### config.mk
export PLATFORM = sky130hd
export DESIGN_NAME = tft_clock_top
export DESIGN_NICKNAME = d
export VERILOG_FILES = /design/src/design/tft_clock_pkg.sv /design/src/design/draw_cmd_if.sv /design/src/design/clock_face_sequencer.sv /design/src/design/lcd_bus_writer.sv /design/src/design/rtc_bcd_counter.sv /design/src/design/tft_clock_top.sv
export SDC_FILE = /design/constraint.sdc
export NUM_CORES = 1
export LEC_CHECK = 0
export BUFFER_PORTS_ARGS = -buffer_cell sky130_fd_sc_hd__buf_2
export CAP_MARGIN = 20
export CORE_ASPECT_RATIO = 1.1
export CORE_MARGIN = 2
export CORE_UTILIZATION = 40
export CTS_BUF_LIST = sky130_fd_sc_hd__clkbuf_4 sky130_fd_sc_hd__clkbuf_8
export DETAILED_ROUTE_END_ITERATION = 16
export GPL_TIMING_DRIVEN = 1
export PLACE_DENSITY_LB_ADDON = 0.05
export SLEW_MARGIN = 20
export SYNTH_ARGS = -nofsm -noshare
export SYNTH_HDL_FRONTEND = slang
export SYNTH_SLANG_ARGS = --single-unit
### constraint.sdc
create_clock -name clk -period 2.85 [get_ports clk]
set_input_delay 0.855 -clock clk [delete_from_list [all_inputs] [get_ports clk]]
set_output_delay 0.855 -clock clk [all_outputs]
set_load 0.01 [all_outputs]
### src/design/glyph_digits.hex
// One glyph per line, digits 0 to 9 then the colon.
// Sixteen row bytes per line, top row first, MSB is the leftmost pixel.
00 00 3C 66 66 6E 76 66 66 66 66 3C 00 00 00 00
00 00 18 38 78 18 18 18 18 18 18 7E 00 00 00 00
00 00 3C 66 06 06 0C 18 30 60 66 7E 00 00 00 00
00 00 3C 66 06 06 1C 06 06 06 66 3C 00 00 00 00
00 00 0C 1C 3C 6C CC FE 0C 0C 0C 1E 00 00 00 00
00 00 7E 60 60 60 7C 06 06 06 66 3C 00 00 00 00
00 00 1C 30 60 60 7C 66 66 66 66 3C 00 00 00 00
00 00 7E 66 06 06 0C 18 30 30 30 30 00 00 00 00
00 00 3C 66 66 66 3C 66 66 66 66 3C 00 00 00 00
00 00 3C 66 66 66 3E 06 06 06 0C 38 00 00 00 00
00 00 00 00 18 18 00 00 00 18 18 00 00 00 00 00

### src/design/tft_clock_pkg.sv
package tft_clock_pkg;

    ////////////////////////////////////////////////////////////
    // Widths with a meaning.
    ////////////////////////////////////////////////////////////
    typedef logic [9:0]  coord_t;      // Panel x or y position.
    typedef logic [15:0] color_t;      // RGB565 pixel.
    typedef logic [15:0] lcd_word_t;   // One word on the 8080 bus.
    typedef logic [3:0]  bcd_t;        // One decimal digit.
    typedef logic [7:0]  glyph_row_t;  // MSB is the leftmost pixel.
    typedef logic [3:0]  glyph_idx_t;  // 0..9 digits, 10 colon.

    ////////////////////////////////////////////////////////////
    // Drawing commands and state machines.
    ////////////////////////////////////////////////////////////
    typedef enum logic [1:0] {
        DRAW_WINDOW,                   // Set column and row range.
        DRAW_FILL,                     // Eight pixels from one glyph row.
        DRAW_END                       // Close the area write.
    } draw_op_t;

    typedef enum logic [1:0] {
        SEQ_IDLE,                      // Waiting for frame sync.
        SEQ_WINDOW,
        SEQ_FILL,
        SEQ_END
    } seq_state_t;

    typedef enum logic [1:0] {
        BUS_IDLE,                      // Waiting for a request.
        BUS_WR_LOW,                    // Strobe low phase.
        BUS_WR_HIGH,                   // Strobe high phase.
        BUS_DONE                       // Done pulse.
    } bus_state_t;

    ////////////////////////////////////////////////////////////
    // Glyphs, panel codes, colours.
    ////////////////////////////////////////////////////////////
    localparam int GLYPH_W     = 8;
    localparam int GLYPH_H     = 16;
    localparam int NUM_CHARS   = 8;    // hh:mm:ss.
    localparam int GLYPH_COLON = 10;

    localparam lcd_word_t CMD_COL_ADDR  = 16'h002A;
    localparam lcd_word_t CMD_ROW_ADDR  = 16'h002B;
    localparam lcd_word_t CMD_MEM_WRITE = 16'h002C;

    localparam color_t COLOR_FG = 16'h07E0; // Green.
    localparam color_t COLOR_BG = 16'h0000; // Black.

endpackage

### src/design/draw_cmd_if.sv
`timescale 1ns/1ps

interface draw_cmd_if;
    import tft_clock_pkg::*;

    logic       req;     // Level, held until done.
    draw_op_t   op;
    coord_t     x1;
    coord_t     y1;
    coord_t     x2;
    coord_t     y2;
    glyph_row_t pixels;  // Row for DRAW_FILL.
    logic       done;    // One-cycle pulse from the writer.

    modport sequencer (
        output req, op, x1, y1, x2, y2, pixels,
        input  done
    );

    modport writer (
        input  req, op, x1, y1, x2, y2, pixels,
        output done
    );

endinterface

### src/design/clock_face_sequencer.sv
`timescale 1ns/1ps

module clock_face_sequencer #(
    parameter tft_clock_pkg::coord_t TEXT_X = 10'd200,  // Left edge of the readout.
    parameter tft_clock_pkg::coord_t TEXT_Y = 10'd40    // Top edge.
) (
    input  logic                 clk,
    input  logic                 rst_n,
    input  logic                 sync_frame,
    input  tft_clock_pkg::bcd_t  hour_10,
    input  tft_clock_pkg::bcd_t  hour_1,
    input  tft_clock_pkg::bcd_t  minute_10,
    input  tft_clock_pkg::bcd_t  minute_1,
    input  tft_clock_pkg::bcd_t  second_10,
    input  tft_clock_pkg::bcd_t  second_1,
    output logic                 frame_busy,
    draw_cmd_if.sequencer        cmd
);
    import tft_clock_pkg::*;

    localparam int K_W       = $clog2(NUM_CHARS);
    localparam int ROW_W     = $clog2(GLYPH_H);
    localparam int ROM_DEPTH = (GLYPH_COLON + 1) * GLYPH_H;

    ////////////////////////////////////////////////////////////
    // Glyph ROM, 16 rows per glyph, top row first.
    ////////////////////////////////////////////////////////////
    glyph_row_t glyph_rom [0:ROM_DEPTH-1];

    initial begin
        $readmemh("/design/src/design/glyph_digits.hex", glyph_rom); // 11 lines of 16 bytes.
    end

    seq_state_t state;
    logic [K_W-1:0]   k;       // Character index.
    logic [ROW_W-1:0] row;     // Glyph row being filled.
    bcd_t snap_h10;            // Time captured at sync.
    bcd_t snap_h1;
    bcd_t snap_m10;
    bcd_t snap_m1;
    bcd_t snap_s10;
    bcd_t snap_s1;
    glyph_idx_t glyph;
    logic [$bits(glyph_idx_t)+ROW_W-1:0] rom_addr;
    coord_t x_left;

    ////////////////////////////////////////////////////////////
    // Character to glyph, h10 h1 : m10 m1 : s10 s1.
    ////////////////////////////////////////////////////////////
    always_comb begin
        case (k)
            3'd0:    glyph = glyph_idx_t'(snap_h10);
            3'd1:    glyph = glyph_idx_t'(snap_h1);
            3'd3:    glyph = glyph_idx_t'(snap_m10);
            3'd4:    glyph = glyph_idx_t'(snap_m1);
            3'd6:    glyph = glyph_idx_t'(snap_s10);
            3'd7:    glyph = glyph_idx_t'(snap_s1);
            default: glyph = glyph_idx_t'(GLYPH_COLON); // Slots 2 and 5.
        endcase
    end

    assign rom_addr = {glyph, row};
    assign x_left   = coord_t'(TEXT_X + k * GLYPH_W);

    // Command fields follow the state and counters, stable while req is up.
    always_comb begin
        case (state)
            SEQ_FILL: cmd.op = DRAW_FILL;
            SEQ_END:  cmd.op = DRAW_END;
            default:  cmd.op = DRAW_WINDOW;
        endcase
    end

    assign cmd.x1     = x_left;
    assign cmd.x2     = coord_t'(x_left + GLYPH_W - 1);
    assign cmd.y1     = TEXT_Y;
    assign cmd.y2     = coord_t'(TEXT_Y + GLYPH_H - 1);
    assign cmd.pixels = glyph_rom[rom_addr]; // Combinational read.

    ////////////////////////////////////////////////////////////
    // Snapshot on sync, time keeps running underneath.
    ////////////////////////////////////////////////////////////
    always_ff @(posedge clk) begin
        if (state == SEQ_IDLE && sync_frame) begin
            snap_h10 <= hour_10;
            snap_h1  <= hour_1;
            snap_m10 <= minute_10;
            snap_m1  <= minute_1;
            snap_s10 <= second_10;
            snap_s1  <= second_1;
        end
    end

    ////////////////////////////////////////////////////////////
    // Frame FSM.
    ////////////////////////////////////////////////////////////
    always_ff @(posedge clk or negedge rst_n) begin
        if (!rst_n) begin
            state      <= SEQ_IDLE;
            frame_busy <= 1'b0;
            cmd.req    <= 1'b0;
            k          <= '0;
            row        <= '0;
        end else if (state == SEQ_IDLE) begin
            if (sync_frame) begin
                state      <= SEQ_WINDOW;
                frame_busy <= 1'b1;
                k          <= '0;
                row        <= '0;
            end
        end else if (!cmd.req) begin
            cmd.req <= 1'b1;                      // Issue the current command.
        end else if (cmd.done) begin
            cmd.req <= 1'b0;                      // Low for one cycle between commands.
            case (state)
                SEQ_WINDOW: state <= SEQ_FILL;
                SEQ_FILL: begin
                    if (row == ROW_W'(GLYPH_H - 1)) begin
                        row   <= '0;
                        state <= SEQ_END;
                    end else begin
                        row <= row + 1'b1;        // Next glyph row.
                    end
                end
                SEQ_END: begin
                    if (k == K_W'(NUM_CHARS - 1)) begin
                        k          <= '0;
                        state      <= SEQ_IDLE;   // Frame finished.
                        frame_busy <= 1'b0;
                    end else begin
                        k     <= k + 1'b1;
                        state <= SEQ_WINDOW;
                    end
                end
                default: state <= SEQ_IDLE;
            endcase
        end
    end

endmodule

### src/design/lcd_bus_writer.sv
`timescale 1ns/1ps

module lcd_bus_writer #(
    parameter int WR_LOW_CYCLES = 2            // Cycles per strobe phase.
) (
    input  logic                     clk,
    input  logic                     rst_n,
    draw_cmd_if.writer               cmd,
    output logic                     lcd_cs,
    output logic                     lcd_rs,
    output logic                     lcd_wr,
    output tft_clock_pkg::lcd_word_t lcd_data
);
    import tft_clock_pkg::*;

    localparam int PH_W = (WR_LOW_CYCLES > 1) ? $clog2(WR_LOW_CYCLES) : 1;

    bus_state_t      state;
    logic [PH_W-1:0] phase;       // Cycles spent in this strobe phase.
    logic [3:0]      word_idx;    // Word within the command.
    logic [3:0]      next_idx;
    logic [3:0]      word_last;
    logic            phase_end;
    draw_op_t        op_q;        // Command latched at request.
    coord_t          x1_q;
    coord_t          y1_q;
    coord_t          x2_q;
    coord_t          y2_q;
    glyph_row_t      pixels_q;

    // Returns {rs, word} for one word of a window or fill command.
    function automatic logic [16:0] bus_word(
        input draw_op_t   op,
        input coord_t     x1,
        input coord_t     y1,
        input coord_t     x2,
        input coord_t     y2,
        input glyph_row_t pixels,
        input logic [3:0] idx
    );
        logic [16:0] w;
        if (op == DRAW_FILL) begin
            w = {1'b1, pixels[3'd7 - idx[2:0]] ? COLOR_FG : COLOR_BG}; // Bit 7 first.
        end else begin
            case (idx)
                4'd0:    w = {1'b0, CMD_COL_ADDR};
                4'd1:    w = {1'b1, 14'h0000, x1[9:8]};
                4'd2:    w = {1'b1, 8'h00, x1[7:0]};
                4'd3:    w = {1'b1, 14'h0000, x2[9:8]};
                4'd4:    w = {1'b1, 8'h00, x2[7:0]};
                4'd5:    w = {1'b0, CMD_ROW_ADDR};
                4'd6:    w = {1'b1, 14'h0000, y1[9:8]};
                4'd7:    w = {1'b1, 8'h00, y1[7:0]};
                4'd8:    w = {1'b1, 14'h0000, y2[9:8]};
                4'd9:    w = {1'b1, 8'h00, y2[7:0]};
                default: w = {1'b0, CMD_MEM_WRITE}; // Opens the pixel stream.
            endcase
        end
        return w;
    endfunction

    assign next_idx  = word_idx + 4'd1;
    assign word_last = (op_q == DRAW_WINDOW) ? 4'd10 : 4'd7;
    assign phase_end = (phase == PH_W'(WR_LOW_CYCLES - 1));

    // Arguments are taken once, when the request is first seen.
    always_ff @(posedge clk) begin
        if (state == BUS_IDLE && cmd.req) begin
            op_q     <= cmd.op;
            x1_q     <= cmd.x1;
            y1_q     <= cmd.y1;
            x2_q     <= cmd.x2;
            y2_q     <= cmd.y2;
            pixels_q <= cmd.pixels;
        end
    end

    ////////////////////////////////////////////////////////////
    // Strobe FSM. Data and rs change only as lcd_wr falls.
    ////////////////////////////////////////////////////////////
    always_ff @(posedge clk or negedge rst_n) begin
        if (!rst_n) begin
            state    <= BUS_IDLE;
            phase    <= '0;
            word_idx <= '0;
            lcd_cs   <= 1'b1;
            lcd_rs   <= 1'b0;
            lcd_wr   <= 1'b1;
            lcd_data <= '0;
            cmd.done <= 1'b0;
        end else begin
            case (state)
                BUS_IDLE: begin
                    if (cmd.req) begin
                        if (cmd.op == DRAW_END) begin
                            lcd_cs   <= 1'b1;          // Area write closed.
                            cmd.done <= 1'b1;
                            state    <= BUS_DONE;
                        end else begin
                            {lcd_rs, lcd_data} <= bus_word(cmd.op, cmd.x1, cmd.y1,
                                                           cmd.x2, cmd.y2, cmd.pixels, 4'd0);
                            lcd_cs   <= 1'b0;
                            lcd_wr   <= 1'b0;
                            word_idx <= '0;
                            phase    <= '0;
                            state    <= BUS_WR_LOW;
                        end
                    end
                end
                BUS_WR_LOW: begin
                    phase <= phase_end ? '0 : phase + 1'b1;
                    if (phase_end) begin
                        lcd_wr <= 1'b1;                // Panel latches here.
                        state  <= BUS_WR_HIGH;
                    end
                end
                BUS_WR_HIGH: begin
                    phase <= phase_end ? '0 : phase + 1'b1;
                    if (phase_end && word_idx == word_last) begin
                        cmd.done <= 1'b1;
                        state    <= BUS_DONE;
                    end else if (phase_end) begin
                        {lcd_rs, lcd_data} <= bus_word(op_q, x1_q, y1_q,
                                                       x2_q, y2_q, pixels_q, next_idx);
                        word_idx <= next_idx;
                        lcd_wr   <= 1'b0;
                        state    <= BUS_WR_LOW;
                    end
                end
                default: begin
                    cmd.done <= 1'b0;                  // Sequencer drops req now.
                    state    <= BUS_IDLE;
                end
            endcase
        end
    end

endmodule

### src/design/rtc_bcd_counter.sv
`timescale 1ns/1ps

module rtc_bcd_counter (
    input  logic                 clk,
    input  logic                 rst_n,
    input  logic                 pps,
    output tft_clock_pkg::bcd_t  hour_10,
    output tft_clock_pkg::bcd_t  hour_1,
    output tft_clock_pkg::bcd_t  minute_10,
    output tft_clock_pkg::bcd_t  minute_1,
    output tft_clock_pkg::bcd_t  second_10,
    output tft_clock_pkg::bcd_t  second_1
);
    import tft_clock_pkg::*;

    logic sec_1_wrap;  // x9 seconds.
    logic sec_wrap;    // 59 seconds.
    logic min_1_wrap;
    logic min_wrap;    // 59 minutes.
    logic hour_wrap;   // 23 hours.

    assign sec_1_wrap = (second_1 == 4'd9);
    assign sec_wrap   = sec_1_wrap && (second_10 == 4'd5);
    assign min_1_wrap = (minute_1 == 4'd9);
    assign min_wrap   = min_1_wrap && (minute_10 == 4'd5);
    assign hour_wrap  = (hour_10 == 4'd2) && (hour_1 == 4'd3);

    // Carries ripple combinationally, all digits update on the same edge.
    always_ff @(posedge clk or negedge rst_n) begin
        if (!rst_n) begin
            hour_10   <= '0;
            hour_1    <= '0;
            minute_10 <= '0;
            minute_1  <= '0;
            second_10 <= '0;
            second_1  <= '0;
        end else if (pps) begin
            second_1 <= sec_1_wrap ? 4'd0 : second_1 + 4'd1;
            if (sec_1_wrap)
                second_10 <= sec_wrap ? 4'd0 : second_10 + 4'd1;
            if (sec_wrap)
                minute_1 <= min_1_wrap ? 4'd0 : minute_1 + 4'd1;
            if (sec_wrap && min_1_wrap)
                minute_10 <= min_wrap ? 4'd0 : minute_10 + 4'd1;
            if (sec_wrap && min_wrap) begin
                if (hour_wrap) begin          // 23:59:59 -> 00:00:00.
                    hour_10 <= 4'd0;
                    hour_1  <= 4'd0;
                end else if (hour_1 == 4'd9) begin
                    hour_10 <= hour_10 + 4'd1;
                    hour_1  <= 4'd0;
                end else begin
                    hour_1 <= hour_1 + 4'd1;
                end
            end
        end
    end

endmodule

### src/design/tft_clock_top.sv
`timescale 1ns/1ps

module tft_clock_top #(
    parameter tft_clock_pkg::coord_t TEXT_X        = 10'd200,
    parameter tft_clock_pkg::coord_t TEXT_Y        = 10'd40,
    parameter int                    WR_LOW_CYCLES = 2
) (
    input  logic                     clk,
    input  logic                     rst_n,
    input  logic                     pps,        // One pulse per second.
    input  logic                     sync_frame, // Redraw request.
    output logic                     frame_busy,
    output logic                     lcd_cs,
    output logic                     lcd_rs,
    output logic                     lcd_wr,
    output tft_clock_pkg::lcd_word_t lcd_data
);
    import tft_clock_pkg::*;

    bcd_t hour_10;   // Live time from the counter.
    bcd_t hour_1;
    bcd_t minute_10;
    bcd_t minute_1;
    bcd_t second_10;
    bcd_t second_1;

    draw_cmd_if cmd_if ();

    rtc_bcd_counter u_rtc (
        .clk       (clk),
        .rst_n     (rst_n),
        .pps       (pps),
        .hour_10   (hour_10),
        .hour_1    (hour_1),
        .minute_10 (minute_10),
        .minute_1  (minute_1),
        .second_10 (second_10),
        .second_1  (second_1)
    );

    clock_face_sequencer #(
        .TEXT_X (TEXT_X),
        .TEXT_Y (TEXT_Y)
    ) u_seq (
        .clk        (clk),
        .rst_n      (rst_n),
        .sync_frame (sync_frame),
        .hour_10    (hour_10),
        .hour_1     (hour_1),
        .minute_10  (minute_10),
        .minute_1   (minute_1),
        .second_10  (second_10),
        .second_1   (second_1),
        .frame_busy (frame_busy),
        .cmd        (cmd_if.sequencer)
    );

    lcd_bus_writer #(
        .WR_LOW_CYCLES (WR_LOW_CYCLES)
    ) u_writer (
        .clk      (clk),
        .rst_n    (rst_n),
        .cmd      (cmd_if.writer),
        .lcd_cs   (lcd_cs),
        .lcd_rs   (lcd_rs),
        .lcd_wr   (lcd_wr),
        .lcd_data (lcd_data)
    );

endmodule
# After elaboration in Yosys (flattened, before gate mapping)
# Cells that the tools add are included.
# Widths: inputs -> output; s select.
[word_totals]
elab_cells = 153
out_inout_bits = 20
in_bits = 4
register_bits = 68
[op_classes]
n_reduce_logical = 26
eq_ne = 30
order_cmp = 1
muxes = 70
addsub = 8
bitwise_logic = 1
[op_table]
columns = ["op", "n"]
rows = [
  ["$pmux 17 s9", 1],
  ["$mux 16", 4],
  ["$mux 4", 11],
  ["$mux 17", 2],
  ["$pmux 16 s2", 1],
  ["$mux 1", 24],
  ["$mux 11", 2],
  ["$mux 2", 10],
  ["$mux 3", 6],
  ["$eq 4x3->1 const B", 4],
  ["$reduce_and 4->1", 4],
  ["$reduce_bool 2->1", 7],
  ["$eq 4x4->1 const B", 3],
  ["$pmux 2 s3", 2],
  ["$add 10x4->10 const B", 1],
  ["$ne 2x2->1 const B", 5],
  ["$reduce_and 5->1", 2],
  ["$sub 10x1->10 const B", 1],
  ["$add 8x6->9 const A", 1],
  ["$add 4x1->4 const B", 2],
  ["$eq 2x1->1 const B", 4],
  ["$eq 2x2->1 const B", 4],
  ["$eq 4x2->1 const B", 2],
  ["$pmux 4 s2", 1],
  ["other kinds (22)", 32],
]

# Depth between registers and ports, before layout
[depth]
ltp_word = 9
mapped_depth = 9
ltp_nobuf = 7

# Cells and area by module
# A second synthesis with hierarchy kept.
[unflattened]
hier_cells = 481
hier_area_um2 = 5634.2
[by_module_without_submodules]
columns = ["mod", "seq_area_each_um2", "instances", "cells_each", "area_each_um2"]
rows = [
  ["lcd_bus_writer", 2004.4, 1, 239, 3223.1],
  ["rtc_bcd_counter", 600.6, 1, 125, 1327.5],
  ["clock_face_sequencer", 275.3, 1, 117, 1083.5],
]

# Worst setup path before layout
# No wires, ideal clock.
[synth_path]
kind = "reg2reg"
from = "register u_writer.word_idx[0]"
to = "register u_writer.lcd_data[5]"
period_less_slack_ns = 1.978
setup_ns = 0.136
path_slack_ns = 0.872
path_buffers = 2
t_required_ns = 2.714
t_arrival_ns = 1.843
stages_incl_launch_ff = 10
path_cell_list = "dfrtp_1 buf_6 inv_1 ha_1 clkbuf_1 or2_2 o21ai_0 o22ai_1 a2111oi_0 o21ai_0"
[synth_between]
elab_chain_cells = 9
elab_cells_between_ends = 25
cone_classes = "2 x add/sub; 11 x eq/ne; 8 x mux; 4 x reduce/logical"
[synth_rtl]
columns = ["element", "line_no", "text"]
rows = [
  ["from (decl)", "lcd_bus_writer.sv:20", "logic [3:0] word_idx;"],
  ["from (signal assigned)", "lcd_bus_writer.sv:125", "word_idx <= next_idx;"],
  ["$add 4x1->4", "lcd_bus_writer.sv:62", "assign next_idx = word_idx + 4'd1;"],
  ["$sub 3x3->3", "lcd_bus_writer.sv:43", "w = {1'b1, pixels[3'd7 - idx[2:0]] ? COLOR_FG : COLOR_BG};"],
  ["$bmux 1 s3", "lcd_bus_writer.sv:43", ""],
  ["$mux 1 (implied by the code)", "lcd_bus_writer.sv:43", ""],
  ["$mux 11", "lcd_bus_writer.sv:43", ""],
  ["$mux 17", "lcd_bus_writer.sv:42", "if (op == DRAW_FILL) begin"],
  ["$mux 16", "lcd_bus_writer.sv:122", "end else if (phase_end) begin"],
  ["$mux 16", "lcd_bus_writer.sv:119", "if (phase_end && word_idx == word_last) begin"],
  ["$pmux 16 s2", "lcd_bus_writer.sv:92", "case (state)"],
  ["to (signal assigned)", "lcd_bus_writer.sv:100", "{lcd_rs, lcd_data} <= bus_word(cmd.op, cmd.x1, cmd.y1,"],
  ["to (signal assigned)", "lcd_bus_writer.sv:123", "{lcd_rs, lcd_data} <= bus_word(op_q, x1_q, y1_q,"],
  ["to (decl)", "lcd_bus_writer.sv:12", "output tft_clock_pkg::lcd_word_t lcd_data"],
]
# Parallel ways exist; a longest one is shown, timed or not. The select of a mux whose other input is x is not followed.
# A chain may end at the register's enable or synchronous reset.

# Final worst setup path
# Ends and elaborated chain as after synthesis.

==> flow_summary.yaml <==
sta:
  fmax_mhz: 414
  relSlewSlack_pct: 53.6
  finalCritPeriodShare_pct: 84.8
  setup_violations: 0
  slew_viol_final: 0
  finalHoldViolations: 0
  finalCriticalPeriod_ns: 2.42
  tns_ns: 0
  tightest_slew_ns: 0.697
  setup_slack_ns: 0.434
  grt_setup_unrepaired: "false"
  finClkSkew_ns: 0.00592
synth:
  synth-async-reset-ratio_pct: 78.9
  synth_edf_count: 8
  ys_ff_latch: 38
  ys_types: 56
  seq_area_frac_synth_pct: 41.4
  syn_area_um2: 2400
  synth_cells: 257
  yosys_warnings: 0
  syn_avg_cell_area_um2: 9.35
  synth_ff_type: "dfrtp_1"
setup_path:
  slowest_stage: "dfrtp_1"
  crit_type: "reg -> reg"
  cp_cell_sequence: "ha_1 > nor2b_1 > a211o_1 > o32a_1 > a2111oi_0 > o21ai_0"
  critical_path.max_stage_delay_ns: 0.56
  required_ns: 3.01
  crit_path_start_kind: "flop"
  end_kind: "flop"
  crit_path_max_fanout: 12
  rr_startpoint: "u_writer.word_idx[0]$_DFFE_PN0P_"
  r2r-end: "u_writer.lcd_data[5]$_DFFE_PN0P_"
  crit_arrival_ns: 2.58
  ff2ff_path_depth: 6
  r2r_setup_slack_ns: 0.43
layout:
  final_layout_size_suffix_gt1_share_pct: 13.7
  fin_nets: 289
  final_cell_mix: "dfrtp_1 (28), nand2_1 (24), o21ai_0 (19)"
  nFillCells: 565
  n_antenna_cell: 0
  area_growth_pct: 10.0
  fin_area_um2: 2640
  layout.cells.most_common: "dfrtp_1"
job:
  drv_cap: 0
clocking:
  cts_tree: "done"
  cts_hold_buffers: 0
  numCtsBuffers: 5
  cts_buffer_depth: 2
  clock_latency_ns: 0.29
  cts-resized-gates: 0
  clk_pin_slew_ns: 0.08
  post-cts-setup-buffers: 0
  htreeDepth: 2
  cts.sinks: 38
  clockRootBuffer: "clkbuf_8"
global_route:
  grt_pass1_wl_um: 8250
  grtUsageTotal_pct: 15.5
  antenna_found_initial: 0
  grt_pass1_vias: 1685
  grt-ovfl-total: 0
  grt_max_degree: 31
routing:
  firstDrtPassIters: 4
  drc_errors: 0
  routedWlPerCell_um: 14.2
  avgViaCountPerCell: 5.12
  drt-initial-drc-count: 47
  vias: 1782
  ant_nets: 0
  wirelength_um: 4930
pwr:
  cellPowerDensity_nw_per_um2: 425
  ir_drop_v: 0.000185
  power.leakage_uw: 0.00122
placed_design:
  dp_slack_ns: 0.437
  place_congestion: 0.791
  io_buffers: 14
  place_hpwl_um: 3610
  placedInstanceArea_um2: 2500
floorplan:
  pin_count: 24
  core_area_um2: 5770
  core.rowCount: 29
  die_y_um: 85.3
  die_area_um2: 6640
  die_w_um: 77.9
  initial_utilization_pct: 41.6
hold_path:
  whs_path_depth: 1
  whs_endpoint: "u_writer.lcd_data[7]$_DFFE_PN0P_"
  hold_class: "reg -> reg"
  hp-start: "u_writer.x2_q[7]$_DFFE_PP_"
run_status:
  status: "finished clean"
==> per-stage QoR <==
step | hold WS (ns) | power (uW) | util (%) | cells
3_5_place_dp | 0.456 | 578 | 43.4 | 340
5_1_grt | 0.510 | 1170 | 45.8 | 348
2_1_floorplan | 0.443 | 576 | - | 264
3_3_place_gp | 0.463 | 579 | 43.4 | 340
4_1_cts | 0.476 | 1140 | 45.8 | 348
6_report | 0.471 | 1120 | 45.8 | 348
==> power by group <==
group / total [uW] / switching [uW] / internal, uW
Combinational: 14.2 / 13.2 / 0.955
Sequential: 553 / 0 / 553
Clock: 555 / 204 / 351
==> worst max-delay path by stage <==
| stage | start | end | slack, ns | cells after the start |
|---|---|---|---|---|
| global route | u_writer.word_idx[0]$_DFFE_PN0P_ | u_writer.lcd_data[5]$_DFFE_PN0P_ | 0.30 | 6 |
| detailed placement | u_writer.word_idx[0]$_DFFE_PN0P_ | u_writer.lcd_data[5]$_DFFE_PN0P_ | 0.44 | 6 |
| finish | u_writer.word_idx[0]$_DFFE_PN0P_ | u_writer.lcd_data[5]$_DFFE_PN0P_ | 0.43 | 6 |
| floorplan | u_writer.word_idx[0]$_DFFE_PN0P_ | u_writer.lcd_data[5]$_DFFE_PN0P_ | 0.87 | 9 |
| CTS | u_writer.word_idx[0]$_DFFE_PN0P_ | u_writer.lcd_data[5]$_DFFE_PN0P_ | 0.43 | 6 |
| global placement | u_writer.word_idx[0]$_DFFE_PN0P_ | u_writer.lcd_data[5]$_DFFE_PN0P_ | 0.49 | 6 |
==> metal layers <==
layer	track usage, %	up-vias	part of all wire (%)	wire (um)
met1	20.4	846	48	2390
met2	26.1	15	49	2420
met3	3.51	2	1.9	93
met4	3.83	0	0.59	29
li1	-	919	-	-
met5	0	-	0	0
==> final cells by class <==
| class | count | area, um^2 | area share, % |
|---|---|---|---|
| multi-input combinational | 189 | 1250 | 47.2 |
| sequential | 38 | 993 | 37.6 |
| timing repair buffer | 18 | 100 | 3.79 |
| tap | 77 | 96.3 | 3.65 |
| clock buffer | 5 | 68.8 | 2.60 |
| clock inverter | 3 | 68.8 | 2.60 |
| inverter | 18 | 67.6 | 2.56 |
==> state kept, by name, indices dropped and copies added (netlist names) <==
| register | count |
|---|---|
| u_writer.op_q | 2 |
| u_seq.state | 2 |
| u_writer.phase | 1 |
| u_seq.row | 4 |
| u_seq.frame_busy | 1 |
| u_writer.lcd_data | 8 |
| u_seq.k | 3 |
| u_writer.lcd_rs | 1 |
| u_writer.x2_q | 6 |
| u_writer.word_idx | 4 |
| u_writer.lcd_wr | 1 |
| u_writer.lcd_cs | 1 |
| u_writer.cmd.done | 1 |
| u_seq.cmd.req | 1 |
| u_writer.state | 2 |
==> kinds of logic (layout without fill, tap and decap cells) <==
| group | after synthesis | after routing | share of synthesized area (%) |
|---|---|---|---|
| other cells | 1 | 8 | 0.156 |
| buf+inv | 37 | 44 | 7.81 |
| flops | 38 | 38 | 41.4 |
| compound gates | 75 | 75 | 21.9 |
| simple gates | 86 | 86 | 18.6 |
| fa+ha+maj | 15 | 15 | 7.81 |
| mux | 5 | 5 | 2.34 |
==> critical path: cells and delay by family (launching register included) <==
| kind | cells | cell delay (ns) |
|---|---|---|
| DFF | 1 | 0.56 |
| adders and majority gates | 1 | 0.43 |
| AOI/OAI and AO/OA | 4 | 1.18 |
| and+or+nand+nor | 1 | 0.13 |
==> synthesized netlist by cell type, drive strengths merged (3+ instances only) <==
library cell,instances,area (um^2)
ha,15,188
edfxtp,8,240
nor2b,6,37.5
a211oi,6,45.0
o21bai,3,22.5
a21o,3,22.5
and2,5,31.3
nand2,24,90.1
buf,13,97.6
o22ai,7,50.1
dfrtp,28,701
o21ai,22,121
nor3,6,30.0
a22o,3,26.3
nand2b,12,75.1
nand3,4,20.0
a21oi,10,50.1
inv,18,67.6
nor2,16,60.1
clkbuf,6,22.5
mux2i,3,30.0
Note: power is estimated with default switching activity, not from simulation.
